File: src/common/arcade_pkg.sv
// Shared game codes, board codes, download indices and joystick bit positions for the input front end
package arcade_pkg;

	// ==================================================
	// Game and board codes
	// ==================================================

	// Game select byte as written by the download stream at index 1
	typedef enum logic [7:0]
	{
		game_scramble = 8'd0,
		game_frogger  = 8'd2,
		game_scobra   = 8'd3,
		game_tazman   = 8'd4,
		game_armorcar = 8'd5,
		game_spdcoin  = 8'd7,
		game_calipso  = 8'd8,
		game_anteater = 8'd10,
		game_losttomb = 8'd11,
		game_mars     = 8'd13,
		game_stratgyx = 8'd14,
		game_turtles  = 8'd15,
		game_minefld  = 8'd16,
		game_rescue   = 8'd17,
		game_mimonkey = 8'd18
	} game_e;

	// Hardware select code seen by the game core
	// Code 4 belonged to a spinner board and is unused here
	typedef enum logic [7:0]
	{
		hw_scramble = 8'd0,
		hw_frogger  = 8'd1,
		hw_scobra   = 8'd2,
		hw_calipso  = 8'd3,
		hw_stratgyx = 8'd5,
		hw_anteater = 8'd6,
		hw_losttomb = 8'd7,
		hw_minefld  = 8'd8,
		hw_rescue   = 8'd9,
		hw_mars     = 8'd10,
		hw_turtles  = 8'd11,
		hw_mimonkey = 8'd12
	} board_e;

	// ==================================================
	// Download stream
	// ==================================================

	localparam int DL_ADDR_W = 25;
	localparam logic [7:0] DL_IDX_GAME = 8'd1;
	localparam logic [7:0] DL_IDX_DIP = 8'd254;
	localparam int NUM_DIPS = 4;

	// ==================================================
	// Joystick word layout
	// ==================================================

	localparam int JOY_W = 32;

	localparam int JOY_RIGHT  = 0;
	localparam int JOY_LEFT   = 1;
	localparam int JOY_DOWN   = 2;
	localparam int JOY_UP     = 3;
	localparam int JOY_FIRE_A = 4;
	localparam int JOY_FIRE_B = 5;
	localparam int JOY_FIRE_C = 6;
	localparam int JOY_FIRE_D = 7;
	localparam int JOY_FIRE_E = 8;
	// Start 1 shares bit 8 with fire E, as on the host side
	localparam int JOY_START1 = 8;
	localparam int JOY_START2 = 9;
	localparam int JOY_COIN   = 10;
	localparam int JOY_PAUSE  = 11;

	// Port and pixel widths
	localparam int PORT_W = 8;
	localparam int RGB_W = 24;

	// About ten seconds at the board clock before the paused picture dims
	localparam int unsigned DIM_CYCLES_DEFAULT = 240_000_000;

endpackage
File: src/hdl/arcade_io_top.sv
// Top level of the input and pause front end, connecting loader, input stages and pause stage
`timescale 1ns/1ps

module arcade_io_top #(
	parameter int unsigned DIM_CYCLES = arcade_pkg::DIM_CYCLES_DEFAULT
)
(
	input  logic                              clk_sys,
	input  logic                              rst,
	input  logic                              dl_wr,
	input  logic [7:0]                        dl_index,
	input  logic [arcade_pkg::DL_ADDR_W-1:0]  dl_addr,
	input  logic [7:0]                        dl_data,
	input  logic [arcade_pkg::JOY_W-1:0]      joy1,
	input  logic [arcade_pkg::JOY_W-1:0]      joy2,
	input  logic                              move_fire_mode,
	input  logic [arcade_pkg::RGB_W-1:0]      rgb_in,
	output logic [arcade_pkg::PORT_W-1:0]     port_a,
	output logic [arcade_pkg::PORT_W-1:0]     port_b,
	output logic [arcade_pkg::PORT_W-1:0]     port_c,
	output logic [arcade_pkg::PORT_W-1:0]     port_d,
	output arcade_pkg::board_e                hwsel,
	output logic                              pause,
	output logic [arcade_pkg::RGB_W-1:0]      rgb_out
);
	import arcade_pkg::*;

	game_e      game;
	logic [7:0] dip0, dip1, dip2, dip3;
	logic       up, down, left, right;
	logic       fire_a, fire_b, fire_c, fire_d, fire_e;
	logic       start1, start2, coin, pause_btn;

	cfg_loader cfg_loader_i (
		.clk_sys, .rst, .dl_wr, .dl_index, .dl_addr, .dl_data,
		.game, .dip0, .dip1, .dip2, .dip3
	);

	// Merge stage feeds the mapper and the pause button
	joy_merge joy_merge_i (
		.clk_sys, .rst, .joy1, .joy2,
		.up, .down, .left, .right,
		.fire_a, .fire_b, .fire_c, .fire_d, .fire_e,
		.start1, .start2, .coin, .pause_btn
	);

	port_mapper port_mapper_i (
		.clk_sys, .rst, .game, .dip0, .dip1, .dip2, .dip3, .move_fire_mode,
		.up, .down, .left, .right,
		.fire_a, .fire_b, .fire_c, .fire_d, .fire_e,
		.start1, .start2, .coin,
		.port_a, .port_b, .port_c, .port_d, .hwsel
	);

	pause_dim #(
		.DIM_CYCLES(DIM_CYCLES)
	) pause_dim_i (
		.clk_sys, .rst, .pause_btn, .rgb_in, .pause, .rgb_out
	);

endmodule

File: src/hdl/pause_dim.sv
// Pause toggle from the pause button, with a timer that dims the pixel stream after a long pause
`timescale 1ns/1ps

module pause_dim #(
	parameter int unsigned DIM_CYCLES = arcade_pkg::DIM_CYCLES_DEFAULT
)
(
	input  logic                          clk_sys,
	input  logic                          rst,
	input  logic                          pause_btn,
	input  logic [arcade_pkg::RGB_W-1:0]  rgb_in,
	output logic                          pause,
	output logic [arcade_pkg::RGB_W-1:0]  rgb_out
);
	import arcade_pkg::*;

	localparam int TMR_W = $clog2(DIM_CYCLES + 1);
	localparam logic [TMR_W-1:0] DIM_LIMIT = TMR_W'(DIM_CYCLES);

	logic             btn_q;
	logic             press_q;
	logic [TMR_W-1:0] timer;
	logic [RGB_W-1:0] rgb_half;

	// ==================================================
	// Button edge and pause toggle
	// ==================================================

	always_ff @(posedge clk_sys)
	begin
		if (rst)
		begin
			btn_q   <= 1'b0;
			press_q <= 1'b0;
			pause   <= 1'b0;
		end
		else
		begin
			btn_q   <= pause_btn;
			press_q <= pause_btn & ~btn_q;
			if (press_q)
				pause <= ~pause;
		end
	end

	// Dim timer saturates at the limit
	always_ff @(posedge clk_sys)
	begin
		if (rst || !pause)
			timer <= '0;
		else if (timer < DIM_LIMIT)
			timer <= timer + 1'b1;
	end

	// ==================================================
	// Pixel stage
	// ==================================================

	always_comb
	begin
		for (int i = 0; i < RGB_W / 8; i++)
			rgb_half[i*8 +: 8] = rgb_in[i*8 +: 8] >> 1;
	end

	always_ff @(posedge clk_sys)
	begin
		if (pause && (timer == DIM_LIMIT))
			rgb_out <= rgb_half;
		else
			rgb_out <= rgb_in;
	end

	a_timer_bounded : assert property (
		@(posedge clk_sys) disable iff (rst)
		timer <= DIM_LIMIT
	);

endmodule

File: src/input/port_mapper.sv
// Second input stage that maps merged controls onto the four active-low ports for the chosen game
`timescale 1ns/1ps

module port_mapper
(
	input  logic                           clk_sys,
	input  logic                           rst,
	input  arcade_pkg::game_e              game,
	input  logic [7:0]                     dip0,
	input  logic [7:0]                     dip1,
	input  logic [7:0]                     dip2,
	input  logic [7:0]                     dip3,
	input  logic                           move_fire_mode,
	input  logic                           up,
	input  logic                           down,
	input  logic                           left,
	input  logic                           right,
	input  logic                           fire_a,
	input  logic                           fire_b,
	input  logic                           fire_c,
	input  logic                           fire_d,
	input  logic                           fire_e,
	input  logic                           start1,
	input  logic                           start2,
	input  logic                           coin,
	output logic [arcade_pkg::PORT_W-1:0]  port_a,
	output logic [arcade_pkg::PORT_W-1:0]  port_b,
	output logic [arcade_pkg::PORT_W-1:0]  port_c,
	output logic [arcade_pkg::PORT_W-1:0]  port_d,
	output arcade_pkg::board_e             hwsel
);
	import arcade_pkg::*;

	logic [PORT_W-1:0] map_a;
	logic [PORT_W-1:0] map_b;
	logic [PORT_W-1:0] map_c;
	logic [PORT_W-1:0] map_d;
	board_e            map_hw;

	// ==================================================
	// Per-game bit layout
	// ==================================================

	always_comb
	begin
		// Scramble layout unless a game overrides it
		map_hw = hw_scramble;
		map_a  = ~{coin, 1'b0, left, right, fire_a, 1'b0, fire_b, up};
		map_b  = ~{start1, start2, left, right, fire_a, fire_b, 2'b00};
		map_c  = ~{1'b0, down, 1'b0, up, 3'b000, down};
		map_d  = 8'hFF;

		case (game)
			game_frogger:
				map_hw = hw_frogger;
			game_scobra, game_armorcar:
				map_hw = hw_scobra;
			game_tazman:
			begin
				map_hw = hw_scobra;
				map_a  = ~{coin, 1'b0, left, right, down, up, fire_a, fire_b};
				map_b  = 8'hFF;
				map_c  = ~{1'b0, start2, 5'b00000, start1};
			end
			game_spdcoin:
			begin
				map_hw = hw_scobra;
				map_a  = ~{coin, 1'b0, left, right, start2, 1'b0, start1, 1'b0};
				map_b  = 8'hFF;
				map_c  = 8'hFF;
			end
			game_calipso:
			begin
				// Fire doubles as the start buttons on this board
				map_hw = hw_calipso;
				map_a  = ~{coin, 1'b0, left, right, down, up, 1'b0, start2 | fire_a};
				map_b  = ~{2'b00, left, right, down, up, 2'b00};
				map_c  = ~{7'b0000000, fire_a | start1};
			end
			game_anteater:
			begin
				map_hw = hw_anteater;
				map_a  = ~{coin, 1'b0, left, right, down, up, 1'b0, fire_a};
				map_b  = ~{1'b0, fire_a, left, right, up, down, 2'b00};
				map_c  = ~{1'b0, start2, 5'b00000, start1};
			end
			game_losttomb:
			begin
				map_hw = hw_losttomb;
				map_a  = ~{coin, 1'b0, left, right, down, up, start1, start2};
				// Second stick either follows the move stick or the four fire buttons
				map_b  = move_fire_mode ?
					~{1'b0, fire_e | fire_a, left, right, down, up, 2'b00} :
					~{1'b0, fire_e, fire_d, fire_a, fire_b, fire_c, 2'b00};
				map_c  = 8'hFF;
			end
			game_mars:
			begin
				map_hw = hw_mars;
				if (move_fire_mode)
				begin
					map_a = ~{coin, 1'b0, left, right, left, right, 1'b0, up};
					map_b = ~{start1, start2, left, right, left, right, 2'b00};
					map_c = ~{up, down, down, up, 3'b000, down};
					map_d = ~{up, 1'b0, down, 5'b00000};
				end
				else
				begin
					map_a = ~{coin, 1'b0, left, right, fire_d, fire_a, 1'b0, up};
					map_b = ~{start1, start2, left, right, fire_d, fire_a, 2'b00};
					map_c = ~{fire_c, down, fire_b, up, 3'b000, down};
					map_d = ~{fire_c, 1'b0, fire_b, 5'b00000};
				end
			end
			game_stratgyx:
			begin
				map_hw = hw_stratgyx;
				map_c  = ~{fire_c, down, fire_c, up, 3'b000, down};
			end
			game_turtles:
			begin
				map_hw = hw_turtles;
				map_a  = ~{coin, 1'b0, left, right, fire_a, 2'b00, up};
				map_b  = ~{start1, start2, left, right, fire_a, 3'b000};
			end
			game_minefld, game_rescue:
			begin
				map_hw = (game == game_minefld) ? hw_minefld : hw_rescue;
				map_a  = ~{coin, 1'b0, left, right, down, up, 1'b0, start1};
				map_b  = move_fire_mode ?
					~{2'b00, left, right, down, up, 2'b00} :
					~{2'b00, fire_d, fire_a, fire_b, fire_c, 2'b00};
				map_c  = ~{1'b0, start2, 5'b00000, start1};
			end
			game_mimonkey:
				map_hw = hw_mimonkey;
			default:
				map_hw = hw_scramble;
		endcase
	end

	// ==================================================
	// DIP masking and output register
	// ==================================================

	always_ff @(posedge clk_sys)
	begin
		if (rst)
		begin
			port_a <= 8'hFF;
			port_b <= 8'hFF;
			port_c <= 8'hFF;
			port_d <= 8'hFF;
			hwsel  <= hw_scramble;
		end
		else
		begin
			port_a <= dip0 & map_a;
			port_b <= dip1 & map_b;
			port_c <= dip2 & map_c;
			port_d <= dip3 & map_d;
			hwsel  <= map_hw;
		end
	end

	// Game code from the loader must always resolve to a board
	a_hwsel_known : assert property (
		@(posedge clk_sys) disable iff (rst)
		!$isunknown(hwsel)
	);

endmodule

File: src/input/joy_merge.sv
// First input stage that registers both joysticks merged into one set of controls
`timescale 1ns/1ps

module joy_merge
(
	input  logic                          clk_sys,
	input  logic                          rst,
	input  logic [arcade_pkg::JOY_W-1:0]  joy1,
	input  logic [arcade_pkg::JOY_W-1:0]  joy2,
	output logic                          up,
	output logic                          down,
	output logic                          left,
	output logic                          right,
	output logic                          fire_a,
	output logic                          fire_b,
	output logic                          fire_c,
	output logic                          fire_d,
	output logic                          fire_e,
	output logic                          start1,
	output logic                          start2,
	output logic                          coin,
	output logic                          pause_btn
);
	import arcade_pkg::*;

	// Either player drives every control
	logic [JOY_W-1:0] joy_all;

	assign joy_all = joy1 | joy2;

	always_ff @(posedge clk_sys)
	begin
		if (rst)
		begin
			{up, down, left, right} <= '0;
			{fire_a, fire_b, fire_c, fire_d, fire_e} <= '0;
			{start1, start2, coin, pause_btn} <= '0;
		end
		else
		begin
			up     <= joy_all[JOY_UP];
			down   <= joy_all[JOY_DOWN];
			left   <= joy_all[JOY_LEFT];
			right  <= joy_all[JOY_RIGHT];
			fire_a <= joy_all[JOY_FIRE_A];
			fire_b <= joy_all[JOY_FIRE_B];
			fire_c <= joy_all[JOY_FIRE_C];
			fire_d <= joy_all[JOY_FIRE_D];
			fire_e <= joy_all[JOY_FIRE_E];
			// System buttons
			start1    <= joy_all[JOY_START1];
			start2    <= joy_all[JOY_START2];
			coin      <= joy_all[JOY_COIN];
			pause_btn <= joy_all[JOY_PAUSE];
		end
	end

endmodule

File: src/hdl/cfg_loader.sv
// Captures the game select byte and the DIP switch bytes from the download stream
`timescale 1ns/1ps

module cfg_loader
(
	input  logic                              clk_sys,
	input  logic                              rst,
	input  logic                              dl_wr,
	input  logic [7:0]                        dl_index,
	input  logic [arcade_pkg::DL_ADDR_W-1:0]  dl_addr,
	input  logic [7:0]                        dl_data,
	output arcade_pkg::game_e                 game,
	output logic [7:0]                        dip0,
	output logic [7:0]                        dip1,
	output logic [7:0]                        dip2,
	output logic [7:0]                        dip3
);
	import arcade_pkg::*;

	logic [7:0] dip_q [NUM_DIPS];
	logic       game_wr;
	logic       dip_wr;

	// DIP writes only land in the first four addresses
	assign game_wr = dl_wr && (dl_index == DL_IDX_GAME);
	assign dip_wr = dl_wr && (dl_index == DL_IDX_DIP) && (dl_addr[DL_ADDR_W-1:2] == '0);

	always_ff @(posedge clk_sys)
	begin
		if (rst)
		begin
			game <= game_scramble;
			for (int i = 0; i < NUM_DIPS; i++)
				dip_q[i] <= 8'hFF;
		end
		else
		begin
			if (game_wr)
				game <= game_e'(dl_data);
			if (dip_wr)
				dip_q[dl_addr[1:0]] <= dl_data;
		end
	end

	assign dip0 = dip_q[0];
	assign dip1 = dip_q[1];
	assign dip2 = dip_q[2];
	assign dip3 = dip_q[3];

	// Host must only select games this board supports
	a_game_code_kept : assert property (
		@(posedge clk_sys) disable iff (rst)
		game_wr |-> dl_data inside {game_scramble, game_frogger, game_scobra,
			game_tazman, game_armorcar, game_spdcoin, game_calipso, game_anteater,
			game_losttomb, game_mars, game_stratgyx, game_turtles, game_minefld,
			game_rescue, game_mimonkey}
	);

endmodule

File: config.mk
export PLATFORM = sky130hd
export DESIGN_NAME = arcade_io_top
export DESIGN_NICKNAME = d
export VERILOG_FILES = /design/src/common/arcade_pkg.sv /design/src/hdl/arcade_io_top.sv /design/src/hdl/pause_dim.sv /design/src/input/port_mapper.sv /design/src/input/joy_merge.sv /design/src/hdl/cfg_loader.sv
export SDC_FILE = /design/constraint.sdc
export NUM_CORES = 1
export LEC_CHECK = 0
export BUFFER_PORTS_ARGS = -buffer_cell sky130_fd_sc_hd__buf_2
export CAP_MARGIN = 20
export CORE_MARGIN = 2
export CORE_UTILIZATION = 31
export CTS_BUF_LIST = sky130_fd_sc_hd__clkbuf_2
export CTS_CLUSTER_DIAMETER = 120
export DETAILED_ROUTE_END_ITERATION = 6
export PLACE_DENSITY_LB_ADDON = 0.08
export SYNTH_ARGS = -nofsm -noshare
export SYNTH_HDL_FRONTEND = slang
export SYNTH_SLANG_ARGS = --single-unit
File: constraint.sdc
create_clock -name clk_sys -period 6.2 [get_ports clk_sys]
set_clock_uncertainty 0.2 [all_clocks]
set_input_delay 0.93 -clock clk_sys [delete_from_list [all_inputs] [get_ports clk_sys]]
set_output_delay 0.93 -clock clk_sys [all_outputs]
set_load 0.1 [all_outputs]
Word-level counts from Yosys, hierarchy flattened:

Memories as Yosys holds them, arrays and structs flattened.
Cells that the tools add are included.

* register bits: 115
* memory bits (writable): 32
* output and inout bits: 65
* memories kept: 1

Memories
* cfg_loader_i.dip_q: depth 4, width 8, rd ports 4, clocked after Yosys merged registers in 0, write ports 4, line cfg_loader.sv:20 `logic [7:0] dip_q [NUM_DIPS];`

* $add $sub $neg: 1
* order comparisons: 1
* equal/unequal tests: 17
* mux-type cells: 21
* bitwise logic cells: 37
* reduce and logical (&&, ||, !) cells: 13

Operator list (number)
* $not A8 Y8: 19
* $pmux W8 S10: 1
* $mux W8: 8
* $pmux W8 S8: 1
* $pmux W8 S7: 1
* $eq A8 B4 Y1 const B: 6
* $not A7 Y8: 5
* $pmux W8 S5: 1
* $and A8 B8 Y8: 4
* $add A28 B1 Y28 const B: 1
* $eq A28 B28 Y1 const B: 1
* $lt A28 B28 Y1 const B: 1
* $eq A8 B3 Y1 const B: 3
* $eq A8 B5 Y1 const B: 3
* $logic_not A23 Y1: 1
* $mux W23: 1
* $eq A8 B2 Y1 const B: 2
* $not A6 Y8: 2
* $or A12 B12 Y12: 1
* $eq A8 B1 Y1 const B: 1
* $eq A8 B8 Y1 const B: 1
* $not A1 Y8: 1
* $reduce_or A4 Y1: 2
* $reduce_or A8 Y1: 1
* other kinds (9): 22

Logic depth before layout (Yosys ltp):

Gate-level depths: netlist of run 1.

* depth in word-level cells: 8
* depth in mapped cells: 8
* mapped depth without buffers: 6

By module:

Synthesis of run 1 repeated with hierarchy kept, for this count alone.

* cell total of the unflattened synthesis: 654
* area total of the unflattened synthesis: 6550.0 µm²

By module, submodules not included
* pause_dim: times used 1, cells each 243, area each 2304.7 µm², seq. area each 1101.1 µm²
* port_mapper: times used 1, cells each 244, area each 2026.9 µm², seq. area each 720.7 µm²
* cfg_loader: times used 1, cells each 141, area each 1776.7 µm², seq. area each 1121.1 µm²
* joy_merge: times used 1, cells each 26, area each 441.7 µm², seq. area each 240.2 µm²

Worst setup path before layout of run 1:

No wires, ideal clock.

* kind: input to register
* start point: input port dl_addr[13] (netlist name)
* end point: memory cfg_loader_i.dip_q[0][0], enable pin
* setup time: 329 ps
* arrival time: 2469 ps
* path slack: 3201 ps
* stages on the path: 6
* buffers on the path: 1
* cell sequence: nor4_1 > nand4_1 > nor4_1 > buf_2 > nor3b_4 > or2_1

RTL lines
* from (decl): line arcade_io_top.sv:12 `input logic [arcade_pkg::DL_ADDR_W-1:0] dl_addr,`
* to (decl): line cfg_loader.sv:20

Worst setup path in the final report of run 1:

* start point: register pause_dim_i.pause
* end point: output port pause

RTL lines
* from (decl): line pause_dim.sv:12 `output logic pause,`
* from (signal assigned): line pause_dim.sv:42 `pause <= ~pause;`
* to (decl): line arcade_io_top.sv:23 `output logic pause,`

No word-level cell between the ends.

==> impl_metrics.env, run 1 <==
export IMPL_grt_use_total=0.154
export IMPL_mostFrequentLayoutCell="buf_2"
export IMPL_crit_family="flip-flops"
export IMPL_drtPass1Iterations=5
export IMPL_critPathBufInv=1
export IMPL_synth_cell_type_count=76
export IMPL_finalCritPeriodShare=0.446
export IMPL_max_cap_viol_count=0
export IMPL_final_nets=923
export IMPL_required_ps=5070
export IMPL_cts_sinks=143
export IMPL_synthSimpleGateAreaFrac=0.250
export IMPL_slew_headroom=0.322
export IMPL_clk_latency_ps=710
export IMPL_routed_wl_um=16500
export IMPL_crit_chain="buf_2"
export IMPL_min_period_ps=2770
export IMPL_power_density_nw_per_um2=244
export IMPL_timing_rr_start="pause_dim_i.timer[3]$_SDFFE_PP0N_"
export IMPL_start_util=0.313
export IMPL_final_setup_tns_ps=0
export IMPL_synthXorXnorAreaFrac=0.00556
export IMPL_synth_compound_area_share=0.128
export IMPL_cts_tree="yes"
export IMPL_worstHoldStart="joy1[8]"
export IMPL_ant_nets=0
export IMPL_htreeDepth=4
export IMPL_grt_overflow_total=0
export IMPL_clkTransAtPathRegs_ps=230
export IMPL_dominantRegCellSynth="dfxtp_1"
export IMPL_irDropWorstVdd_mv=0.123
export IMPL_r2r_slack_ps=3500
export IMPL_worstSetupPathType="flip-flop to output port"
export IMPL_syn2layout_area_growth_pct=18.0
export IMPL_postCtsSetupRepairBufs=0
export IMPL_cts_resized=0
export IMPL_synthMuxAreaShare=0.0640
export IMPL_cts_buffers=17
export IMPL_synthAdderAreaFrac=0.00397
export IMPL_port_buffers=153
export IMPL_status="finished clean"
export IMPL_synth_top_family_by_area="simple AND/OR/NAND/NOR gates"
export IMPL_io_pins=198
export IMPL_dieArea_sq_um=21500
export IMPL_hold_buffers=0
export IMPL_vias_per_cell=4.93
export IMPL_cp_arrival_ps=1640
export IMPL_fillers=2093
export IMPL_seq_power_share=0.556
export IMPL_slowest_stage="dfxtp_1"
export IMPL_p_int_mw=1.20
export IMPL_wire_per_inst_um=15.4
export IMPL_endpoint_kind="output port"
export IMPL_yosysSeqAreaShare=0.505
export IMPL_hold_violations=0
export IMPL_hold_depth=3
export IMPL_setup_viol=0
export IMPL_grt_setup_unrepaired="no"
export IMPL_ys_warn_count=0
export IMPL_async_flop_share=0
export IMPL_synthCells=650
export IMPL_power_switching_mw=0.609
export IMPL_dieHeight_um=147
export IMPL_worstHoldPathType="primary input to flip-flop"
export IMPL_cp_start_kind="flip-flop"
export IMPL_antenna_found_initial=1
export IMPL_critPathMaxStageDelay_ps=470
export IMPL_synth_seq_cells=143
export IMPL_clock_fmax_ghz=0.362
export IMPL_critPathMaxFanout=5
export IMPL_hold_worst_slack_ps=196
export IMPL_vias=5293
export IMPL_dp_hpwl_um=11700
export IMPL_synth_edff_count=32
export IMPL_drive_above_1_share=0.308
export IMPL_worstMarginPinSlew_ps=1020
export IMPL_syn_area_per_cell_sq_um=9.69
export IMPL_p_comb_frac=0.161
export IMPL_drc=0
export IMPL_grt_use_met2=0.253
export IMPL_drt_iter0_drc=391
export IMPL_grt_pass1_vias=5027
export IMPL_min_to="joy_merge_i.fire_e$_SDFF_PP0_"
export IMPL_p_sw_frac=0.336
export IMPL_r2r_end="pause_dim_i.timer[25]$_SDFFE_PP0N_"
export IMPL_design_core_area_sq_um=20100
export IMPL_rows=52
export IMPL_p_leak_nw=2.94
export IMPL_die_w_um=147
export IMPL_clockRootBuffer="clkbuf_2"
export IMPL_grt_util_met1=0.196
export IMPL_top_usage_layer="met2"
export IMPL_reg2reg_depth=5
export IMPL_final_cell_mix="153 x buf_2, 111 x dfxtp_1, 71 x nand2_1, 70 x nor2_1, 35 x o21ai_0"
export IMPL_grt_first_pass_wirelength_um=26100
export IMPL_slew_viol_final=0
export IMPL_synthesis_area_sq_um=6300
export IMPL_cts_buffer_depth=2
export IMPL_grt_max_degree=62
export IMPL_gp_congestion=0.813
export IMPL_clockPowerShare=0.283
export IMPL_grt_use_met3=0.0413
## worst max path at each step
stage                                           start  depth (start not counted)                                      to  slack [ps]
floorplan                                 dl_addr[13]                          6  cfg_loader_i.dip_q[0][0]$_SDFFCE_PN1P_        3200
global placement                           dl_addr[8]                          7  cfg_loader_i.dip_q[0][2]$_SDFFCE_PN1P_        2830
detailed placement                         dl_addr[8]                          7  cfg_loader_i.dip_q[0][3]$_SDFFCE_PN1P_        2830
CTS                    pause_dim_i.pause$_SDFFE_PP0P_                          1                                   pause        3330
global route        pause_dim_i.timer[3]$_SDFFE_PP0N_                          5      pause_dim_i.timer[26]$_SDFFE_PP0N_        3260
finish                 pause_dim_i.pause$_SDFFE_PP0P_                          1                                   pause        3430
## registers in the layout (all words and copies together), names as in the netlist, 8 cells and up
| signal | count |
|---|---|
| cfg_loader_i.dip_q | 32 |
| pause_dim_i.timer | 28 |
| pause_dim_i.rgb_out | 24 |
| cfg_loader_i.game | 8 |
| port_mapper_i.port_a | 8 |
| port_mapper_i.port_b | 8 |
| port_mapper_i.port_c | 8 |
| port_mapper_i.port_d | 8 |
## power groups by stage
stage | Sequential [mW] | Clock (mW) | Combinational [mW]
2_1_floorplan | 1.18 | 0 | 0.0610
3_3_place_gp | 1.03 | 0 | 0.292
3_5_place_dp | 1.03 | 0 | 0.293
4_1_cts | 1.01 | 0.537 | 0.294
5_1_grt | 1.01 | 0.580 | 0.305
6_report | 1.01 | 0.512 | 0.292
## synthesized netlist by cell type (all sizes together), types with 3 or more instances
library cell | number | area (sq um)
dfxtp | 111 | 2220
nand2 | 72 | 278
nor2 | 70 | 263
o21ai | 37 | 185
edfxtp | 32 | 961
mux2 | 26 | 293
a21oi | 24 | 120
buf | 24 | 164
nand3 | 22 | 123
clkbuf | 17 | 63.8
or2 | 16 | 100
or3 | 15 | 93.8
or4 | 14 | 105
nor4 | 13 | 118
nand4 | 12 | 87.6
nor2b | 12 | 75.1
inv | 11 | 41.3
mux2i | 11 | 110
o31ai | 9 | 67.6
o211ai | 8 | 60.1
a211oi | 7 | 52.6
and3 | 7 | 43.8
o21a | 7 | 53.8
and2 | 6 | 37.5
nand2b | 5 | 31.3
nor3 | 5 | 30.0
a21o | 4 | 30.0
and4 | 4 | 36.3
nor3b | 4 | 41.3
xnor2 | 4 | 35.0
a22oi | 3 | 22.5
o22ai | 3 | 18.8
## final cells by class
class	count	area, sq um	share of cell area
Timing Repair Buffer	157	796	0.107
Clock buffer	19	95.1	0.0128
Clock inverter	13	114	0.0153
Inverter	11	41.3	0.00556
Sequential cell	143	3180	0.428
Tap cell	270	338	0.0455
Antenna cell	2	5.00	0.000674
Multi-Input combinational cell	458	2860	0.385
## per-stage QoR
stage | utilization | area (sq um) | power [mW] | setup WS [ps] | std cells
final | 0.369 | 7430 | 1.81 | 3430 | 1073
after global routing | 0.369 | 7430 | 1.90 | 3260 | 1073
after CTS | 0.369 | 7420 | 1.84 | 3330 | 1071
after detailed placement | 0.359 | 7210 | 1.32 | 2830 | 1039
after global placement | 0.359 | 7210 | 1.32 | 2830 | 1039
after floorplan | - | 6310 | 1.24 | 3200 | 653
## cell families after synthesis
family                     count (synthesis)
and+or+nand+nor                          289
DFF                                      143
AOI/OAI and AO/OA                        122
buffers and inverters                     52
muxes                                     37
xor gates and xnor gates                   4
adders and majority gates                  2
other                                      1
## layer usage
layer  wire length [um]  vias to the layer above  share of wire
met5                  0                        -              0
met3                948                       25          0.057
met4                361                        0          0.022
met1               7480                     2477           0.45
li1                   -                     2623              -
met2               7700                      168           0.47
No activity file was read; power rests on OpenSTA's default activity.
==> run 2, diff against run 1 <==
==> constraint.sdc (replaced) <==
create_clock -name clk_sys -period 2.74 [get_ports clk_sys]
set_clock_uncertainty 0.2 [all_clocks]
set_input_delay 0.411 -clock clk_sys [delete_from_list [all_inputs] [get_ports clk_sys]]
set_output_delay 0.411 -clock clk_sys [all_outputs]
set_load 0.1 [all_outputs]
==> impl_metrics.env, run 2 (synthesis results as in run 1) <==
export IMPL_die_w_um=147
export IMPL_clock_fmax_ghz=0.395
export IMPL_critPathMaxFanout=8
export IMPL_final_nets=1033
export IMPL_regArea_sq_um=3180
export IMPL_drt_iter0_drc=458
export IMPL_wl_met3_um=870
export IMPL_top_regs="cfg_loader_i.dip_q x32, pause_dim_i.timer x28, pause_dim_i.rgb_out x24"
export IMPL_required_ps=3020
export IMPL_drc=0
export IMPL_drtPass1Iterations=4
export IMPL_max_cap_viol_count=0
export IMPL_clockRootBuffer="clkbuf_2"
export IMPL_grt_max_degree=50
export IMPL_slew_viol_final=0
export IMPL_p_leak_nw=3.49
export IMPL_crit_chain="dlygate4sd3_1, buf_2, nor4b_1, nand2_1, nor4_1, buf_4, nor3b_4, dlygate4sd3_1, buf_4, nand2_1"
export IMPL_cp_start_kind="primary input"
export IMPL_hold_violations=0
export IMPL_wl_met2_um=8880
export IMPL_multiInputGateArea_sq_um=2860
export IMPL_drive_above_1_share=0.296
export IMPL_regMostFlops="cfg_loader_i.dip_q"
export IMPL_final_setup_tns_ps=0
export IMPL_syn2layout_area_growth_pct=35.7
export IMPL_clkTransAtPathRegs_ps=230
export IMPL_hold_worst_slack_ps=101
export IMPL_irDropWorstVdd_mv=0.308
export IMPL_slew_headroom=0.520
export IMPL_routed_wl_um=17600
export IMPL_vias_per_cell=4.80
export IMPL_drt_met1_wl_um=7690
export IMPL_largest_reg_flops=32
export IMPL_min_period_ps=2530
export IMPL_ant_nets=0
export IMPL_mostFrequentLayoutCell="buf_2"
export IMPL_crit_family="buffers and inverters"
export IMPL_postCtsSetupRepairBufs=0
export IMPL_grt_first_pass_wirelength_um=28000
export IMPL_start_util=0.313
export IMPL_design_core_area_sq_um=20100
export IMPL_cts_buffers=17
export IMPL_cts_tree="yes"
export IMPL_final_area_sq_um=8550
export IMPL_antenna_found_initial=1
export IMPL_dp_hpwl_um=12600
export IMPL_highest_layer="met4"
export IMPL_hold_buffers=87
export IMPL_dieHeight_um=147
export IMPL_grt_pass1_vias=5527
export IMPL_gp_congestion=0.865
export IMPL_critPathMaxStageDelay_ps=580
export IMPL_power_density_nw_per_um2=512
export IMPL_vias=5679
export IMPL_status="finished clean"
export IMPL_rows=52
export IMPL_dieArea_sq_um=21500
export IMPL_htreeDepth=4
export IMPL_cp_arrival_ps=2810
export IMPL_grt_overflow_total=0
export IMPL_clk_latency_ps=720
export IMPL_dpl_cell_area_sq_um=7410
export IMPL_setup_viol=0
export IMPL_cts_buffer_depth=2
export IMPL_io_pins=198
export IMPL_endpoint_kind="flip-flop"
export IMPL_final_cell_mix="153 x buf_2, 111 x dfxtp_1, 87 x dlygate4sd3_1, 71 x nand2_1, 70 x nor2_1"
export IMPL_dp_worst_setup_slack_ps=129
export IMPL_worstMarginPinSlew_ps=718
export IMPL_critPathBufInv=5
export IMPL_fillers=2013
export IMPL_worstHoldPathType="primary input to flip-flop"
export IMPL_grt_use_total=0.164
export IMPL_cts_sinks=143
export IMPL_cts_resized=0
export IMPL_slowest_stage="dlygate4sd3_1"
export IMPL_fin_util=0.425
export IMPL_port_buffers=153
export IMPL_finalCritPeriodShare=0.923
export IMPL_finalPower_mw=4.37
export IMPL_grt_setup_unrepaired="no"
export IMPL_wire_per_inst_um=14.9
export IMPL_place_inst=1062
export IMPL_worstSetupPathType="primary input to flip-flop"
export IMPL_layoutNonFillerInstCount=1183
export IMPL_setup_slack_ps=211
## run 2: cell types whose count changed in the layout (fill, tap and decap cells not counted), sizes merged
cell / before / now
buf: 157 / 180
bufinv: 1 / 3
clkbuf: 19 / 20
clkinv: 4 / 5
clkinvlp: 2 / 0
dlygate4sd3: 0 / 87
inv: 17 / 15
## run 2: final timing paths
kind	from	endpoint	slack [ps]	depth (start not counted)
hold / removal	move_fire_mode	port_mapper_i.port_b[4]$_SDFF_PP1_	100	4
hold reg to reg	pause_dim_i.btn_q$_SDFF_PP0_	pause_dim_i.press_q$_SDFF_PP0_	200	1
setup reg to reg	pause_dim_i.timer[13]$_SDFFE_PP0N_	pause_dim_i.timer[7]$_SDFFE_PP0N_	320	6
setup / recovery	dl_addr[2]	cfg_loader_i.dip_q[0][2]$_SDFFCE_PN1P_	210	10
## run 2: final cells by class
| type | count | area share |
|---|---|---|
| Clock inverter | 12 | 0.0187 |
| Tap cell | 270 | 0.0395 |
| Sequential cell | 143 | 0.372 |
| Antenna cell | 2 | 0.000585 |
| Inverter | 11 | 0.00483 |
| Multi-Input combinational cell | 458 | 0.334 |
| Clock buffer | 20 | 0.0117 |
| Timing Repair Buffer | 267 | 0.218 |
## run 2: power breakdown
| part | switching, mW | internal [mW] | leakage (nW) |
|---|---|---|---|
| Sequential | 0.0378 | 2.24 | 1.24 |
| Combinational | 0.538 | 0.211 | 2.08 |
| Clock | 0.812 | 0.533 | 0.165 |
## run 2: tightest hold or removal path, stage by stage
cell and delay (ps):
buf_2 180, nor2_1 110, mux2i_1 140, o22a_1 160
## run 2: metal layers
layer,vias up,track usage
li1,2840,-
met1,2688,0.198
met2,141,0.292
met3,10,0.0444
met4,0,0.0388
met5,-,0
==> run 3, diff against run 2 <==
--- a/config.mk
+++ b/config.mk
@@ -5,6 +5,7 @@
 export SDC_FILE = /design/constraint.sdc
 export NUM_CORES = 1
 export LEC_CHECK = 0
+export ABC_AREA = 1
 export BUFFER_PORTS_ARGS = -buffer_cell sky130_fd_sc_hd__buf_2
 export CAP_MARGIN = 20
 export CORE_MARGIN = 2
==> impl_metrics.env, run 3 <==
export IMPL_grt_use_total=0.182
export IMPL_htreeDepth=4
export IMPL_antenna_found_initial=1
export IMPL_grt_pass1_vias=6265
export IMPL_dpl_cell_area_sq_um=7760
export IMPL_required_ps=3190
export IMPL_final_nets=1258
export IMPL_vias=6437
export IMPL_place_inst=1301
export IMPL_power_density_nw_per_um2=493
export IMPL_clk_latency_ps=730
export IMPL_p_int_mw=2.88
export IMPL_status="finished clean"
export IMPL_drive_above_1_share=0.240
export IMPL_clockRootBuffer="clkbuf_2"
export IMPL_wl_met2_um=9070
export IMPL_rows=53
export IMPL_io_pins=198
export IMPL_regMostFlops="cfg_loader_i.dip_q"
export IMPL_vias_per_cell=4.56
export IMPL_syn_area_per_cell_sq_um=7.56
export IMPL_grt_max_degree=46
export IMPL_yosysSeqAreaShare=0.477
export IMPL_critPathMaxStageDelay_ps=570
export IMPL_fin_util=0.417
export IMPL_clockPowerShare=0.299
export IMPL_synth_seq_cells=143
export IMPL_max_cap_viol_count=0
export IMPL_final_area_sq_um=8790
export IMPL_hold_worst_slack_ps=130
export IMPL_clock_fmax_ghz=0.391
export IMPL_synthCells=883
export IMPL_dominantRegCellSynth="dfxtp_1"
export IMPL_dp_worst_setup_slack_ps=412
export IMPL_synth_area_top_cells="dfxtp_1 33%, edfxtp_1 14%, nand2_1 13%"
export IMPL_cts_sinks=143
export IMPL_p_sw_frac=0.336
export IMPL_synth_cell_type_count=40
export IMPL_top_regs="cfg_loader_i.dip_q x32, pause_dim_i.timer x28, pause_dim_i.rgb_out x24"
export IMPL_critPathBufInv=3
export IMPL_final_cell_mix="233 x nand2_1, 153 x buf_2, 126 x nor2_1, 111 x dfxtp_1, 78 x dlygate4sd3_1"
export IMPL_die_w_um=151
export IMPL_slew_headroom=0.655
export IMPL_highest_layer="met4"
export IMPL_synth_edff_count=32
export IMPL_grt_setup_unrepaired="no"
export IMPL_crit_family="buffers and inverters"
export IMPL_cp_arrival_ps=3000
export IMPL_multiInputGateArea_sq_um=3040
export IMPL_synth_top_cell_area_share=0.333
export IMPL_regArea_sq_um=3180
export IMPL_min_period_ps=2560
export IMPL_final_setup_tns_ps=0
export IMPL_cp_start_kind="flip-flop"
export IMPL_crit_chain="inv_2, ha_1, nand3_1, nor4_1, nand3_2, buf_4, nand2_1, o21ai_0, dlygate4sd3_1"
export IMPL_drc=0
export IMPL_p_leak_nw=3.78
export IMPL_drt_iter0_drc=392
export IMPL_routed_wl_um=20000
export IMPL_endpoint_kind="flip-flop"
export IMPL_layoutNonFillerInstCount=1412
export IMPL_seq_power_share=0.526
export IMPL_dieArea_sq_um=22700
export IMPL_fillers=2249
export IMPL_postCtsSetupRepairBufs=0
export IMPL_drt_met1_wl_um=9870
export IMPL_design_core_area_sq_um=21100
export IMPL_synth_common_cells="233 x nand2_1, 126 x nor2_1, 111 x dfxtp_1"
export IMPL_async_flop_share=0
export IMPL_power_switching_mw=1.46
export IMPL_cts_buffers=17
export IMPL_p_comb_frac=0.175
export IMPL_worstMarginPinSlew_ps=515
export IMPL_grt_first_pass_wirelength_um=32200
export IMPL_drtPass1Iterations=5
export IMPL_cts_tree="yes"
export IMPL_critPathMaxFanout=45
export IMPL_largest_reg_flops=32
export IMPL_dieHeight_um=151
export IMPL_cts_buffer_depth=2
export IMPL_slowest_stage="dlygate4sd3_1"
export IMPL_wire_per_inst_um=14.1
export IMPL_irDropWorstVdd_mv=0.268
export IMPL_ys_warn_count=0
export IMPL_r2r_slack_ps=180
export IMPL_start_util=0.317
export IMPL_port_buffers=153
export IMPL_worstHoldPathType="primary input to flip-flop"
export IMPL_finalCritPeriodShare=0.934
export IMPL_hold_violations=0
export IMPL_clkTransAtPathRegs_ps=230
export IMPL_syn2layout_area_growth_pct=31.6
export IMPL_grt_overflow_total=0
export IMPL_yosysMostFrequentCell="nand2_1"
export IMPL_ant_nets=0
export IMPL_setup_slack_ps=181
export IMPL_synthesis_area_sq_um=6680
export IMPL_dp_hpwl_um=14200
export IMPL_slew_viol_final=0
export IMPL_gp_congestion=0.879
export IMPL_yosys_area_top_type="dfxtp_1"
export IMPL_mostFrequentLayoutCell="nand2_1"
export IMPL_finalPower_mw=4.33
export IMPL_worstSetupPathType="flip-flop to flip-flop"
export IMPL_wl_met3_um=826
export IMPL_setup_viol=0
[run 3: cell types whose count changed after synthesis, moves of 15 or more]
cell / before / now
nand2_1: 71 / 233
nand2_2: 0 / 21
nand3_1: 21 / 72
inv_1: 11 / 76
nor2_1: 70 / 126
or3_1: 15 / 0
a21oi_2: 0 / 17
mux2_2: 26 / 0
[run 3: timing repair]
action | CTS | global route
hold endpoints to repair | 91 | 0
hold buffers | 78 | 0
resized for setup | 0 | 0
[run 3: routing by layer]
| metal | vias to the layer above | track usage |
|---|---|---|
| met5 | - | 0 |
| li1 | 3315 | - |
| met1 | 2941 | 0.254 |
| met4 | 0 | 0.0542 |
| met3 | 19 | 0.0348 |
| met2 | 162 | 0.286 |
[run 3: worst register-to-register path, delay by kind of cell (launching register included)]
kind / cells / cell delay [ps]
compound gates: 1 / 90
flops: 1 / 410
fa+ha+maj: 1 / 160
simple gates: 4 / 690
buf+inv: 3 / 950
[run 3: worst paths after layout]
kind	to	cells past startpoint	start
setup / recovery	pause_dim_i.rgb_out[18]$_DFF_P_	9	pause_dim_i.timer[0]$_SDFFE_PP0N_
hold / removal	cfg_loader_i.game[4]$_SDFFE_PP0P_	5	dl_index[3]
setup reg to reg	pause_dim_i.rgb_out[18]$_DFF_P_	9	pause_dim_i.timer[0]$_SDFFE_PP0N_
hold reg to reg	pause_dim_i.press_q$_SDFF_PP0_	1	pause_dim_i.btn_q$_SDFF_PP0_
[run 3: power by group through the flow]
stage / clock network, mW / registers (mW) / logic, mW
finish: 1.29 / 2.28 / 0.760
global route: 1.44 / 2.29 / 0.806
CTS: 1.35 / 2.28 / 0.762
detailed placement: 0 / 2.32 / 0.677
global placement: 0 / 2.32 / 0.677
floorplan: 0 / 2.67 / 0.150
[run 3: logic make-up (layout without fill, tap and decap cells)]
family,after synthesis,after routing,share of synthesized area
flip-flops,143,143,0.477
AND/OR/NAND/NOR,507,507,0.336
adder cells (fa/ha/maj),2,2,0.00375
AO/OA/AOI/OAI,102,102,0.0920
other,1,5,0.000562
XOR/XNOR,16,16,0.0210
buffers and inverters,112,362,0.0701
[run 3: layout make-up]
type,count,area share
antenna,1,0.000285
clock buffer,17,0.00968
clock inverter,15,0.0184
inverter,84,0.0359
multi-input combinational,631,0.346
sequential,143,0.362
tap,275,0.0392
timing repair buffer,246,0.189
